### config.mk
export PLATFORM = sky130hd
export DESIGN_NAME = exe_unit
export DESIGN_NICKNAME = d
export VERILOG_FILES = /design/src/design/rv_isa_pkg.sv /design/src/design/exe_ctrl_pkg.sv /design/src/design/op_decoder.sv /design/src/design/alu.sv /design/src/design/divider.sv /design/src/design/result_merge.sv /design/src/design/exe_unit.sv
export SDC_FILE = /design/constraint.sdc
export NUM_CORES = 1
export LEC_CHECK = 0
export BUFFER_PORTS_ARGS = -buffer_cell sky130_fd_sc_hd__buf_2
export CORE_MARGIN = 3
export CORE_UTILIZATION = 48
export CTS_BUF_LIST = sky130_fd_sc_hd__clkbuf_16
export DETAILED_ROUTE_END_ITERATION = 8
export PLACE_DENSITY = 0.77
export SLEW_MARGIN = 10
export SYNTH_ARGS = -nofsm -noshare
export SYNTH_HDL_FRONTEND = slang
export SYNTH_HIERARCHICAL = 1
export SYNTH_SLANG_ARGS = --single-unit
### constraint.sdc
create_clock -name clk -period 7.66 [get_ports clk]
set_input_delay 2.298 -clock clk [delete_from_list [all_inputs] [get_ports clk]]
set_output_delay 2.298 -clock clk [all_outputs]
set_load 0.02 [all_outputs]
### src/design/rv_isa_pkg.sv
`default_nettype none

package rv_isa_pkg;

	// Data path width
	localparam int XLEN    = 32;
	localparam int SHAMT_W = $clog2(XLEN);	// Shift amount bits taken from op_b

	typedef logic [XLEN-1:0] word_t;	// Register operand / result
	typedef logic [31:0]     inst_t;	// Raw instruction word
	typedef logic [6:0]      opcode_t;
	typedef logic [2:0]      funct3_t;
	typedef logic [6:0]      funct7_t;

	// Major opcodes handled by the execute stage
	localparam opcode_t OPC_OP     = 7'h33;	// R-type, incl. M extension
	localparam opcode_t OPC_BRANCH = 7'h63;

	// funct7 variants of OPC_OP
	localparam funct7_t F7_BASE   = 7'h00;
	localparam funct7_t F7_ALT    = 7'h20;	// SUB, SRA
	localparam funct7_t F7_MULDIV = 7'h01;

	// Branch funct3
	localparam funct3_t F3_BEQ  = 3'h0;
	localparam funct3_t F3_BNE  = 3'h1;
	localparam funct3_t F3_BLT  = 3'h4;
	localparam funct3_t F3_BGE  = 3'h5;
	localparam funct3_t F3_BLTU = 3'h6;
	localparam funct3_t F3_BGEU = 3'h7;

	// M extension divide funct3, multiplies (0..3) not supported
	localparam funct3_t F3_DIV  = 3'h4;
	localparam funct3_t F3_DIVU = 3'h5;
	localparam funct3_t F3_REM  = 3'h6;
	localparam funct3_t F3_REMU = 3'h7;

endpackage

`default_nettype wire

### src/design/exe_ctrl_pkg.sv
`default_nettype none

package exe_ctrl_pkg;

	import rv_isa_pkg::*;

	// One quotient bit per RUN cycle
	localparam int DIV_STEPS = XLEN;
	localparam int DIV_CNT_W = $clog2(DIV_STEPS);

	typedef enum logic [3:0] {
		ALU_ADD  = 4'd0,
		ALU_SUB  = 4'd1,
		ALU_SLL  = 4'd2,
		ALU_SLT  = 4'd3,
		ALU_SLTU = 4'd4,
		ALU_XOR  = 4'd5,
		ALU_SRL  = 4'd6,
		ALU_SRA  = 4'd7,
		ALU_OR   = 4'd8,
		ALU_AND  = 4'd9
	} alu_op_e;

	typedef enum logic [1:0] {
		DIV  = 2'd0,
		DIVU = 2'd1,
		REM  = 2'd2,
		REMU = 2'd3
	} div_op_e;

	typedef enum logic [2:0] {
		BR_EQ  = 3'd0,
		BR_NE  = 3'd1,
		BR_LT  = 3'd2,
		BR_GE  = 3'd3,
		BR_LTU = 3'd4,
		BR_GEU = 3'd5
	} br_cond_e;

	// Which part produces the outcome
	typedef enum logic [1:0] {
		KIND_ALU     = 2'd0,
		KIND_DIV     = 2'd1,
		KIND_BRANCH  = 2'd2,
		KIND_ILLEGAL = 2'd3
	} op_kind_e;

	// Decoded control, 12 bits
	typedef struct packed {
		logic     go;		// Accepted issue this cycle
		op_kind_e kind;
		alu_op_e  alu_op;
		div_op_e  div_op;
		br_cond_e br_cond;
	} exe_ctrl_t;

	typedef enum logic [1:0] {
		IDLE = 2'd0,
		RUN  = 2'd1,
		FIX  = 2'd2	// Sign fix and result select
	} div_state_e;

endpackage

`default_nettype wire

### src/design/op_decoder.sv
`timescale 1ns/10ps
`default_nettype none

module op_decoder (
	input  logic                    issue,
	input  rv_isa_pkg::inst_t       inst,
	input  logic                    busy,
	output exe_ctrl_pkg::exe_ctrl_t ctrl
);

	import rv_isa_pkg::*;
	import exe_ctrl_pkg::*;

	opcode_t opcode;
	funct3_t funct3;
	funct7_t funct7;

	assign opcode = inst[6:0];
	assign funct3 = inst[14:12];
	assign funct7 = inst[31:25];

	always_comb begin
		ctrl         = '0;
		ctrl.kind    = KIND_ILLEGAL;	// Anything not matched below
		ctrl.go      = issue && !busy;	// Issue during a divide is dropped
		case (opcode)
			OPC_OP: begin
				case (funct7)
					F7_BASE: begin
						ctrl.kind = KIND_ALU;
						case (funct3)
							3'h0: ctrl.alu_op = ALU_ADD;
							3'h1: ctrl.alu_op = ALU_SLL;
							3'h2: ctrl.alu_op = ALU_SLT;
							3'h3: ctrl.alu_op = ALU_SLTU;
							3'h4: ctrl.alu_op = ALU_XOR;
							3'h5: ctrl.alu_op = ALU_SRL;
							3'h6: ctrl.alu_op = ALU_OR;
							default: ctrl.alu_op = ALU_AND;
						endcase
					end
					F7_ALT: begin
						// Only SUB and SRA exist here
						if (funct3 == 3'h0) begin
							ctrl.kind   = KIND_ALU;
							ctrl.alu_op = ALU_SUB;
						end else if (funct3 == 3'h5) begin
							ctrl.kind   = KIND_ALU;
							ctrl.alu_op = ALU_SRA;
						end
					end
					F7_MULDIV: begin
						ctrl.kind = KIND_DIV;
						case (funct3)
							F3_DIV:  ctrl.div_op = DIV;
							F3_DIVU: ctrl.div_op = DIVU;
							F3_REM:  ctrl.div_op = REM;
							F3_REMU: ctrl.div_op = REMU;
							default: ctrl.kind = KIND_ILLEGAL;	// MUL family
						endcase
					end
					default: ;
				endcase
			end
			OPC_BRANCH: begin
				ctrl.kind = KIND_BRANCH;
				case (funct3)
					F3_BEQ:  ctrl.br_cond = BR_EQ;
					F3_BNE:  ctrl.br_cond = BR_NE;
					F3_BLT:  ctrl.br_cond = BR_LT;
					F3_BGE:  ctrl.br_cond = BR_GE;
					F3_BLTU: ctrl.br_cond = BR_LTU;
					F3_BGEU: ctrl.br_cond = BR_GEU;
					default: ctrl.kind = KIND_ILLEGAL;	// funct3 2 and 3 reserved
				endcase
			end
			default: ;
		endcase
	end

endmodule

`default_nettype wire

### src/design/alu.sv
`timescale 1ns/10ps
`default_nettype none

module alu (
	input  rv_isa_pkg::word_t       op_a,
	input  rv_isa_pkg::word_t       op_b,
	input  exe_ctrl_pkg::exe_ctrl_t ctrl,
	output rv_isa_pkg::word_t       alu_res,
	output logic                    br_taken
);

	import rv_isa_pkg::*;
	import exe_ctrl_pkg::*;

	logic [SHAMT_W-1:0] shamt;
	logic               z;		// Operands equal
	logic               less_s;	// Signed a < b
	logic               less_u;	// Unsigned a < b
	logic               cond;

	assign shamt  = op_b[SHAMT_W-1:0];
	assign z      = (op_a == op_b);
	assign less_s = ($signed(op_a) < $signed(op_b));
	assign less_u = (op_a < op_b);

	always_comb begin
		case (ctrl.alu_op)
			ALU_ADD:  alu_res = op_a + op_b;
			ALU_SUB:  alu_res = op_a - op_b;
			ALU_SLL:  alu_res = op_a << shamt;
			ALU_SLT:  alu_res = {{(XLEN-1){1'b0}}, less_s};
			ALU_SLTU: alu_res = {{(XLEN-1){1'b0}}, less_u};
			ALU_XOR:  alu_res = op_a ^ op_b;
			ALU_SRL:  alu_res = op_a >> shamt;
			ALU_SRA:  alu_res = word_t'($signed(op_a) >>> shamt);	// Sign fill
			ALU_OR:   alu_res = op_a | op_b;
			ALU_AND:  alu_res = op_a & op_b;
			default:  alu_res = '0;
		endcase
	end

	// Branch condition from the three flags
	always_comb begin
		case (ctrl.br_cond)
			BR_EQ:   cond = z;
			BR_NE:   cond = !z;
			BR_LT:   cond = less_s;
			BR_GE:   cond = !less_s;
			BR_LTU:  cond = less_u;
			BR_GEU:  cond = !less_u;
			default: cond = 1'b0;
		endcase
	end

	// Only a branch may report taken
	assign br_taken = cond && (ctrl.kind == KIND_BRANCH);

endmodule

`default_nettype wire

### src/design/divider.sv
`timescale 1ns/10ps
`default_nettype none

module divider (
	input  logic                    clk,
	input  logic                    arst_n,
	input  rv_isa_pkg::word_t       op_a,
	input  rv_isa_pkg::word_t       op_b,
	input  exe_ctrl_pkg::exe_ctrl_t ctrl,
	output logic                    busy,
	output logic                    div_done,
	output rv_isa_pkg::word_t       div_res
);

	import rv_isa_pkg::*;
	import exe_ctrl_pkg::*;

	div_state_e           state;
	logic [DIV_CNT_W-1:0] step;		// Quotient bit counter
	word_t                rem_q;	// Partial remainder
	word_t                quo_q;	// Dividend shifting out, quotient shifting in
	word_t                dvs_q;	// Divisor magnitude
	logic                 neg_quo;
	logic                 neg_rem;
	logic                 want_rem;
	logic                 start;
	logic                 signed_op;
	logic                 a_neg;
	logic                 b_neg;
	word_t                a_mag;
	word_t                b_mag;
	logic [XLEN:0]        rem_sh;
	logic [XLEN:0]        trial;

	assign start     = ctrl.go && (ctrl.kind == KIND_DIV);
	assign signed_op = (ctrl.div_op == DIV) || (ctrl.div_op == REM);
	assign a_neg     = signed_op && op_a[XLEN-1];
	assign b_neg     = signed_op && op_b[XLEN-1];
	assign a_mag     = a_neg ? -op_a : op_a;	// 0x8000_0000 stays as is, fine unsigned
	assign b_mag     = b_neg ? -op_b : op_b;

	// Restoring step, one extra bit holds the borrow
	assign rem_sh = {rem_q, quo_q[XLEN-1]};
	assign trial  = rem_sh - {1'b0, dvs_q};

	assign busy = (state != IDLE);

	always_ff @(posedge clk or negedge arst_n) begin
		if (!arst_n) begin
			state    <= IDLE;
			step     <= '0;
			div_done <= 1'b0;
		end else begin
			div_done <= 1'b0;
			case (state)
				IDLE: begin
					if (start) begin
						step  <= '0;
						state <= (op_b == '0) ? FIX : RUN;	// Zero divisor skips RUN
					end
				end
				RUN: begin
					step <= step + 1'b1;
					if (step == DIV_CNT_W'(DIV_STEPS - 1))
						state <= FIX;
				end
				FIX: begin
					div_done <= 1'b1;	// busy already low with this pulse
					state    <= IDLE;
				end
				default: state <= IDLE;
			endcase
		end
	end

	always_ff @(posedge clk) begin
		case (state)
			IDLE: begin
				if (start) begin
					want_rem <= (ctrl.div_op == REM) || (ctrl.div_op == REMU);
					dvs_q    <= b_mag;
					if (op_b == '0) begin
						// RISC-V divide by zero results, no sign fix
						quo_q   <= '1;
						rem_q   <= op_a;
						neg_quo <= 1'b0;
						neg_rem <= 1'b0;
					end else begin
						quo_q   <= a_mag;
						rem_q   <= '0;
						neg_quo <= a_neg ^ b_neg;
						neg_rem <= a_neg;	// Remainder follows dividend
					end
				end
			end
			RUN: begin
				if (!trial[XLEN]) begin
					rem_q <= trial[XLEN-1:0];
					quo_q <= {quo_q[XLEN-2:0], 1'b1};
				end else begin
					rem_q <= rem_sh[XLEN-1:0];	// Restore
					quo_q <= {quo_q[XLEN-2:0], 1'b0};
				end
			end
			FIX: begin
				if (want_rem)
					div_res <= neg_rem ? -rem_q : rem_q;
				else
					div_res <= neg_quo ? -quo_q : quo_q;
			end
			default: ;
		endcase
	end

endmodule

`default_nettype wire

### src/design/result_merge.sv
`timescale 1ns/10ps
`default_nettype none

module result_merge (
	input  logic                    clk,
	input  logic                    arst_n,
	input  exe_ctrl_pkg::exe_ctrl_t ctrl,
	input  rv_isa_pkg::word_t       alu_res,
	input  logic                    br_taken,
	input  logic                    div_done,
	input  rv_isa_pkg::word_t       div_res,
	output rv_isa_pkg::word_t       result,
	output logic                    result_valid,
	output logic                    branch_taken,
	output logic                    illegal
);

	import rv_isa_pkg::*;
	import exe_ctrl_pkg::*;

	op_kind_e kind_q;	// Kind of the last accepted issue
	word_t    res_q;
	logic     valid_q;
	logic     br_q;
	logic     ill_q;

	always_ff @(posedge clk or negedge arst_n) begin
		if (!arst_n) begin
			kind_q  <= KIND_ALU;
			res_q   <= '0;
			valid_q <= 1'b0;
			br_q    <= 1'b0;
			ill_q   <= 1'b0;
		end else begin
			valid_q <= ctrl.go && (ctrl.kind != KIND_DIV);	// Divide reports via div_done
			if (ctrl.go) begin
				kind_q <= ctrl.kind;
				res_q  <= (ctrl.kind == KIND_ALU) ? alu_res : '0;	// Branch, illegal give zero
				br_q   <= br_taken;
				ill_q  <= (ctrl.kind == KIND_ILLEGAL);
			end
		end
	end

	// Divider holds its result, so it is passed straight through
	assign result       = (kind_q == KIND_DIV) ? div_res : res_q;
	assign result_valid = valid_q || div_done;
	assign branch_taken = br_q;
	assign illegal      = ill_q;

endmodule

`default_nettype wire

### src/design/exe_unit.sv
`timescale 1ns/10ps
`default_nettype none

module exe_unit (
	input  logic              clk,
	input  logic              arst_n,
	input  logic              issue,		// 1-cycle strobe
	input  rv_isa_pkg::inst_t inst,
	input  rv_isa_pkg::word_t op_a,
	input  rv_isa_pkg::word_t op_b,
	output logic              busy,			// Divide in progress
	output logic              result_valid,
	output rv_isa_pkg::word_t result,
	output logic              branch_taken,
	output logic              illegal
);

	import rv_isa_pkg::*;
	import exe_ctrl_pkg::*;

	exe_ctrl_t ctrl;
	word_t     alu_res;
	word_t     div_res;
	logic      br_taken;
	logic      div_done;

	op_decoder i_op_decoder (
		.issue (issue),
		.inst  (inst),
		.busy  (busy),		// Back-pressure on issue
		.ctrl  (ctrl)
	);

	alu i_alu (
		.op_a     (op_a),
		.op_b     (op_b),
		.ctrl     (ctrl),
		.alu_res  (alu_res),
		.br_taken (br_taken)
	);

	divider i_divider (
		.clk      (clk),
		.arst_n   (arst_n),
		.op_a     (op_a),
		.op_b     (op_b),
		.ctrl     (ctrl),
		.busy     (busy),
		.div_done (div_done),
		.div_res  (div_res)
	);

	result_merge i_result_merge (
		.clk          (clk),
		.arst_n       (arst_n),
		.ctrl         (ctrl),
		.alu_res      (alu_res),
		.br_taken     (br_taken),
		.div_done     (div_done),
		.div_res      (div_res),
		.result       (result),
		.result_valid (result_valid),
		.branch_taken (branch_taken),
		.illegal      (illegal)
	);

endmodule

`default_nettype wire

==> run metrics, run 1 <==
CTS Buf Count 17; critical path class primary input to flip-flop; prevailing post-synth register cell edfxtp_1; crit end category flip-flop; Flop pwr share 36.9%; Clock transition at path regs 0.08 ns; share of layout cells above drive strength 1 between 10% and 20%; ys async rst share 25.6%; Cells after Synth 2565; commonest non-fill, non-tap cells in the layout nor2_1, nand2_1, a21oi_1, o21ai_0, inv_1; Via density 6.65; Initial DRT Pass Iterations 9; Final Setup Violations 0; Clock power frac 34.6%; arrival time at the worst endpoint 6.49 ns; Simple-Gate Fraction of Synth Area 17.9%; Yosys cell types 92; Die Area 45800 um^2; post-CTS resize count 0; Tot GR Track Use around a third; sequential area share after synthesis 24.4%; clock buffer depth 2; Final Hold Fails 0; # H-tree levels 4; Core ar. 42300 um^2; P_leak 9.17 nW; worst vdd rail ir drop around 0.13 mV; Setup Total Neg Slack 0 ns; Worst Path Max Fanout 15; row count 75; Syn-to-layout area delta 7.98%; synth warn 6; post-DP HPWL 62900 um; Die Span Y 214 um; worst min-delay path class flip-flop to flip-flop; post-synthesis register bit count 176; switch share approximately a third; Final Cycle Share between 70% and 80%; Buffers on Ports ~120; Antenna Nets Post-Route 0; CP Data Required Time 8.10 ns; Worst Skew 0.0150 ns; worst rel slew slack ~16%; final layout net count 2829; mux cell area share after synthesis 11.1%; # DRC 3; Logic pwr share 28.5%; RSZ-0062 raised after global routing no; Hold WS 0.509 ns; critical path startpoint category primary input; Internal 1.84 mW; Detailed Route WL 83000 um; die width between 200 and 250 um; share of the synthesized area in the top cell type between 10% and 20%; Post-CTS Hold Fix Bufs 0; Iteration-0 DRC Markers 3014; MaxCap Viol Count 0; placer congestion estimate 1.06; clock root buffer clkbuf_16; reg-to-reg slack, setup 3.27 ns; Worst-Margin Slew 1.25 ns; Sink Count 176; via count 21164; Final Max Slew Viols 0; vias in the first global route between 15000 and 20000; sw power 0.940 mW; pin count of the biggest net entering global routing 94; syn_nets 2802; largest family of logic cells by synthesized area compound AO/OA/AOI/OAI gates; Syn Area/Cell slightly above 8 um^2; top post-synthesis cells by area edfxtp_1, ha_1, dfrtp_1; total setup buffers inserted after CTS 0; Final Util 53.0%; global route overflow 0; Wirelength per Cell 26.1 um; Compound-Gate Fraction of Synth Area 24.4%; synthesized-area fraction occupied by adder cells between 8 and 9%; later-pin clock latency in the skew report 0.49 ns; fmax 0.165 GHz; first-pass GRT wire length 124000 um; min setup slack post-route roughly 1.6 ns; xor/xnor share of the synthesized area slightly above 7%; Final min period 6.06 ns; TritonCTS clock tree built; initial core utilization 49.1%; area leader, netlist edfxtp_1; Post-synth EDFFs 131; pre-CTS WS 1.44 ns; I/O pin cnt 135; initial antenna violation count 1; Final Total Pwr between 2 and 3 mW; failing checks design-rule violations; commonest non-fill, non-tap cell in the layout nor2_1; Pwr Density 124 nW/um^2; Cell Area, Synth about 21000 um^2; status finished, violations left; # fillers ~4000
## critical path, cell delays in order
cell and delay [ns]:
buf_2 0.39, inv_1 0.09, ha_1 0.45, nor2_1 0.69, nand4_1 0.16, nor4_1 0.86, nand3_1 0.20, xor2_1 0.19
a2111oi_0 0.55, nor2_1 0.10, o21ai_0 0.29, mux2_2 0.21
## power by group through the flow
stage / logic [mW] / clock network, mW / registers (mW)
2_1_floorplan: 0.489 / 0 / 1.05
3_3_place_gp: 0.755 / 0 / 1.05
3_5_place_dp: 0.762 / 0 / 1.05
4_1_cts: 0.765 / 0.973 / 1.03
5_1_grt: 0.842 / 1.01 / 1.03
6_report: 0.794 / 0.963 / 1.03
## registers in the layout, summed over array words and instances, names as in the netlist, 2 cells and up
| register | count |
|---|---|
| i_divider/div_res | 32 |
| i_divider/step | 5 |
| i_result_merge/kind_q | 2 |
| i_divider/rem_q | 32 |
| i_result_merge/res_q | 32 |
| i_divider/dvs_q | 32 |
| i_divider/quo_q | 32 |
| i_divider/state | 2 |
## final cells by class
type	instances	area, um^2	share of cell area (%)
repair buffers	169	986	4.40
clock inverters	14	189	0.843
inverters	183	687	3.06
multi-input cells	2045	14400	64.0
well taps	577	722	3.22
flip-flops and latches	176	5060	22.6
diodes	1	2.50	0.0112
clock buffers	17	425	1.90
## final timing paths
check	startpoint	end	depth (start not counted)
worst max-delay path	op_a[23]	i_result_merge/branch_taken$_DFFE_PN0P_	12
worst min-delay path	i_result_merge/kind_q[0]$_DFFE_PN0P_	i_result_merge/kind_q[0]$_DFFE_PN0P_	1
worst max register to register	i_divider/quo_q[31]$_DFFE_PP_	i_divider/rem_q[0]$_DFFE_PP_	13
worst min register to register	i_result_merge/kind_q[0]$_DFFE_PN0P_	i_result_merge/kind_q[0]$_DFFE_PN0P_	1
max in group asynchronous	arst_n	i_result_merge/res_q[13]$_DFFE_PN0P_	2
min in group asynchronous	arst_n	i_divider/step[3]$_DFFE_PN0P_	2
## synth_stat cells (45+ instances only)
library cell	count
xnor2_1	94
o22ai_1	51
mux2i_1	81
edfxtp_1	131
ha_1	135
nor3_1	45
a21oi_1	202
o21ai_0	191
nand2_1	227
nor2_1	277
xor2_1	73
dfrtp_1	45
inv_1	180
clkbuf_1	102
## layer usage
layer | routed length (um) | vias to the layer above | track usage, %
li1 | - | 9468 | -
met1 | 33800 | 10098 | 48.9
met2 | 35400 | 1391 | 53.2
met3 | 9410 | 205 | 7.59
met4 | 4330 | 2 | 14.8
met5 | 27 | - | 0
## through the flow
stage / instances / instance area [um^2]
3_5_place_dp: 3150 / 21800
4_1_cts: 3181 / 22400
2_1_floorplan: 2565 / 20800
3_3_place_gp: 3150 / 21800
6_report: 3182 / 22400
5_1_grt: 3181 / 22400
## cells by family (layout without fill, tap and decap cells)
group	Yosys count	count (layout)
mux	168	168
flops	176	176
other cells	0	1
compound gates	785	785
fa+ha+maj	138	138
simple gates	787	787
buf+inv	344	383
xor+xnor	167	167
Power figures use the tool's default switching activity.
==> run 2, diff against run 1 <==
PLACE_DENSITY = 0.79   (was 0.77)
clock period = 5.55 ns   (was 7.66 ns; I/O delays follow)
==> run 2 against run 1 <==
The run now ends clean. Design area up 2.4%. Clock power up 36%. First-iteration DRC count up 6.8%. Wire length up 0.29%. Highest routed layer unchanged.
==> run metrics, run 2 (same netlist as run 1, synthesis figures left out) <==
row count 75 (unchanged); commonest non-fill, non-tap cell in the layout nor2_1; critical path class primary input to flip-flop; pin count of the biggest net entering global routing 94 (unchanged); Finished Layout Cells 3244 (+1.9%); status finished clean; fmax 0.203 GHz; met1 GRT Util 48.3% (-0.64 points); share of layout cells above drive strength 1 15.1% (+2.1 points); Setup Total Neg Slack 0 ns (unchanged); Pwr Density 169 nW/um^2 (+36%); worst rel slew slack 31.5% (+16 points); # DRC 0 (-3); FF-to-FF End i_divider/rem_q[0]$_DFFE_PP_; I/O pin cnt 135 (unchanged); Detailed Route WL 83200 um (+0.29%); first-pass GRT wire length 124000 um (+0.22%); # H-tree levels 4 (unchanged); die width 214 um (unchanged); RSZ-0062 raised after global routing no; vias in the first global route 19894 (+2.1%); placer congestion estimate 1.08 (+2.3%); MaxCap Viol Count 0 (unchanged); later-pin clock latency in the skew report 0.46 ns (-0.03 ns); Buffers on Ports 119 (unchanged); P_leak 9.48 nW (+3.4%); Worst Hold Endpoint i_divider/step[4]$_DFFE_PN0P_; worst vdd rail ir drop 0.232 mV (+86%); post-DP HPWL 64900 um (+3.2%); Wirelength per Cell 25.6 um (-1.6%); initial core utilization 49.1% (unchanged); CP Data Required Time 5.93 ns (-2.17 ns); busiest layer in global routing met2; Syn-to-layout area delta 10.5%; Final min period 4.93 ns; clock buffer depth 2 (unchanged); post-CTS resize count 0 (unchanged); Worst-Margin Slew 1.02 ns (-0.233 ns); Sink Count 176 (unchanged); Worst Skew 0.0139 ns (-0.00116 ns); placed cells 3211 (+1.9%); TritonCTS clock tree built; met2 track demand over resource 52.5% (-0.71 points); Worst Path Max Fanout 10 (-5); r2r worst-path depth 13 (unchanged); Final Max Slew Viols 0 (unchanged); Final Cycle Share 88.8%; commonest non-fill, non-tap cells in the layout nor2_1, nand2_1, a21oi_1, o21ai_0, inv_1; Antenna Nets Post-Route 0 (unchanged); Die Span Y 214 um (unchanged); total setup buffers inserted after CTS 0 (unchanged); Die Area 45800 um^2 (unchanged); Hold Path Depth 1 (unchanged); reg-to-reg slack, setup 1.14 ns (-2.13 ns); Iteration-0 DRC Markers 3218 (+6.8%); global route overflow 0 (unchanged); Final Util 54.2% (+1.3 points); final layout net count 2890 (+2.2%); Final Total Pwr 3.88 mW (+39%); CTS Buf Count 17 (unchanged); critical path startpoint category primary input; arrival time at the worst endpoint 5.31 ns (-1.18 ns); reg2reg start i_divider/quo_q[31]$_DFFE_PP_; Post-CTS Hold Fix Bufs 0 (unchanged); worst min-delay path class flip-flop to flip-flop; Final Hold Fails 0 (unchanged); Clock transition at path regs 0.09 ns (about the same); via count 21398 (+1.1%); Via density 6.60 (-0.83%); Core ar. 42300 um^2 (unchanged); min-delay src i_divider/step[4]$_DFFE_PN0P_; Tot GR Track Use 35.2% (about the same); crit end category flip-flop; Final Setup Violations 0 (unchanged); clock root buffer clkbuf_16; Initial DRT Pass Iterations 6 (-3); initial antenna violation count 3 (+2); met3 Usage GRT 7.99% (+0.40 points)
==> run 2: cell type report <==
| class | instances | area, um^2 |
|---|---|---|
| multi-input combinational | 2045 | 14400 |
| antenna | 1 | 2.50 |
| fill | 3962 | 19400 |
| timing repair buffer | 230 | 1480 |
| sequential | 176 | 5060 |
| inverter | 183 | 687 |
| clock inverter | 15 | 223 |
| tap | 577 | 722 |
| clock buffer | 17 | 425 |
==> run 2: where the power goes <==
part	total (mW)	leakage (nW)	switching (mW)	internal, mW
logic	1.15	7.37	0.742	0.410
clock network	1.31	0.313	0.639	0.669
registers	1.42	1.80	0.00102	1.41
total	3.88	9.48	1.38	2.49
==> run 2: how the worst max path moves through the flow <==
stage | start | endpoint | slack [ns] | cells after the start
2_1_floorplan | inst[26] | i_divider/step[3]$_DFFE_PN0P_ | 0.42 | 12
3_3_place_gp | op_a[0] | i_result_merge/res_q[0]$_DFFE_PN0P_ | 0.28 | 14
3_5_place_dp | op_a[0] | i_result_merge/res_q[0]$_DFFE_PN0P_ | 0.25 | 14
4_1_cts | op_a[0] | i_result_merge/res_q[0]$_DFFE_PN0P_ | 0.72 | 14
5_1_grt | op_a[0] | i_result_merge/res_q[0]$_DFFE_PN0P_ | 0.33 | 14
6_report | op_a[0] | i_result_merge/res_q[28]$_DFFE_PN0P_ | 0.62 | 15
==> run 2: layer usage <==
| metal | part of all wire [%] | wire length [um] | up-vias |
|---|---|---|---|
| li1 | - | - | 9588 |
| met5 | 0.049 | 41 | - |
| met1 | 40 | 33400 | 10187 |
| met4 | 6.0 | 5020 | 6 |
| met2 | 42 | 35300 | 1383 |
| met3 | 11 | 9500 | 234 |
==> run 2: metrics by stage <==
stage,hold WS (ns),instance area [um^2],setup slack [ns]
after floorplan,0.468,20800,0.417
after detailed placement,0.493,22300,0.248
after global routing,0.535,22900,0.325
after global placement,0.487,22300,0.275
final,0.507,23000,0.621
after CTS,0.514,22900,0.717
==> run 2: critical path, cell delays in order <==
cell      delay (ns)
buf_2           0.18
inv_1           0.11
ha_1            0.18
inv_1           0.06
fa_1            0.38
a21oi_1         0.34
o311ai_1        0.25
a311oi_2        0.56
nor3_1          0.19
a211oi_2        0.47
o311ai_0        0.24
and3_1          0.22
o31ai_1         0.25
nand2_1         0.08
o22ai_1         0.13
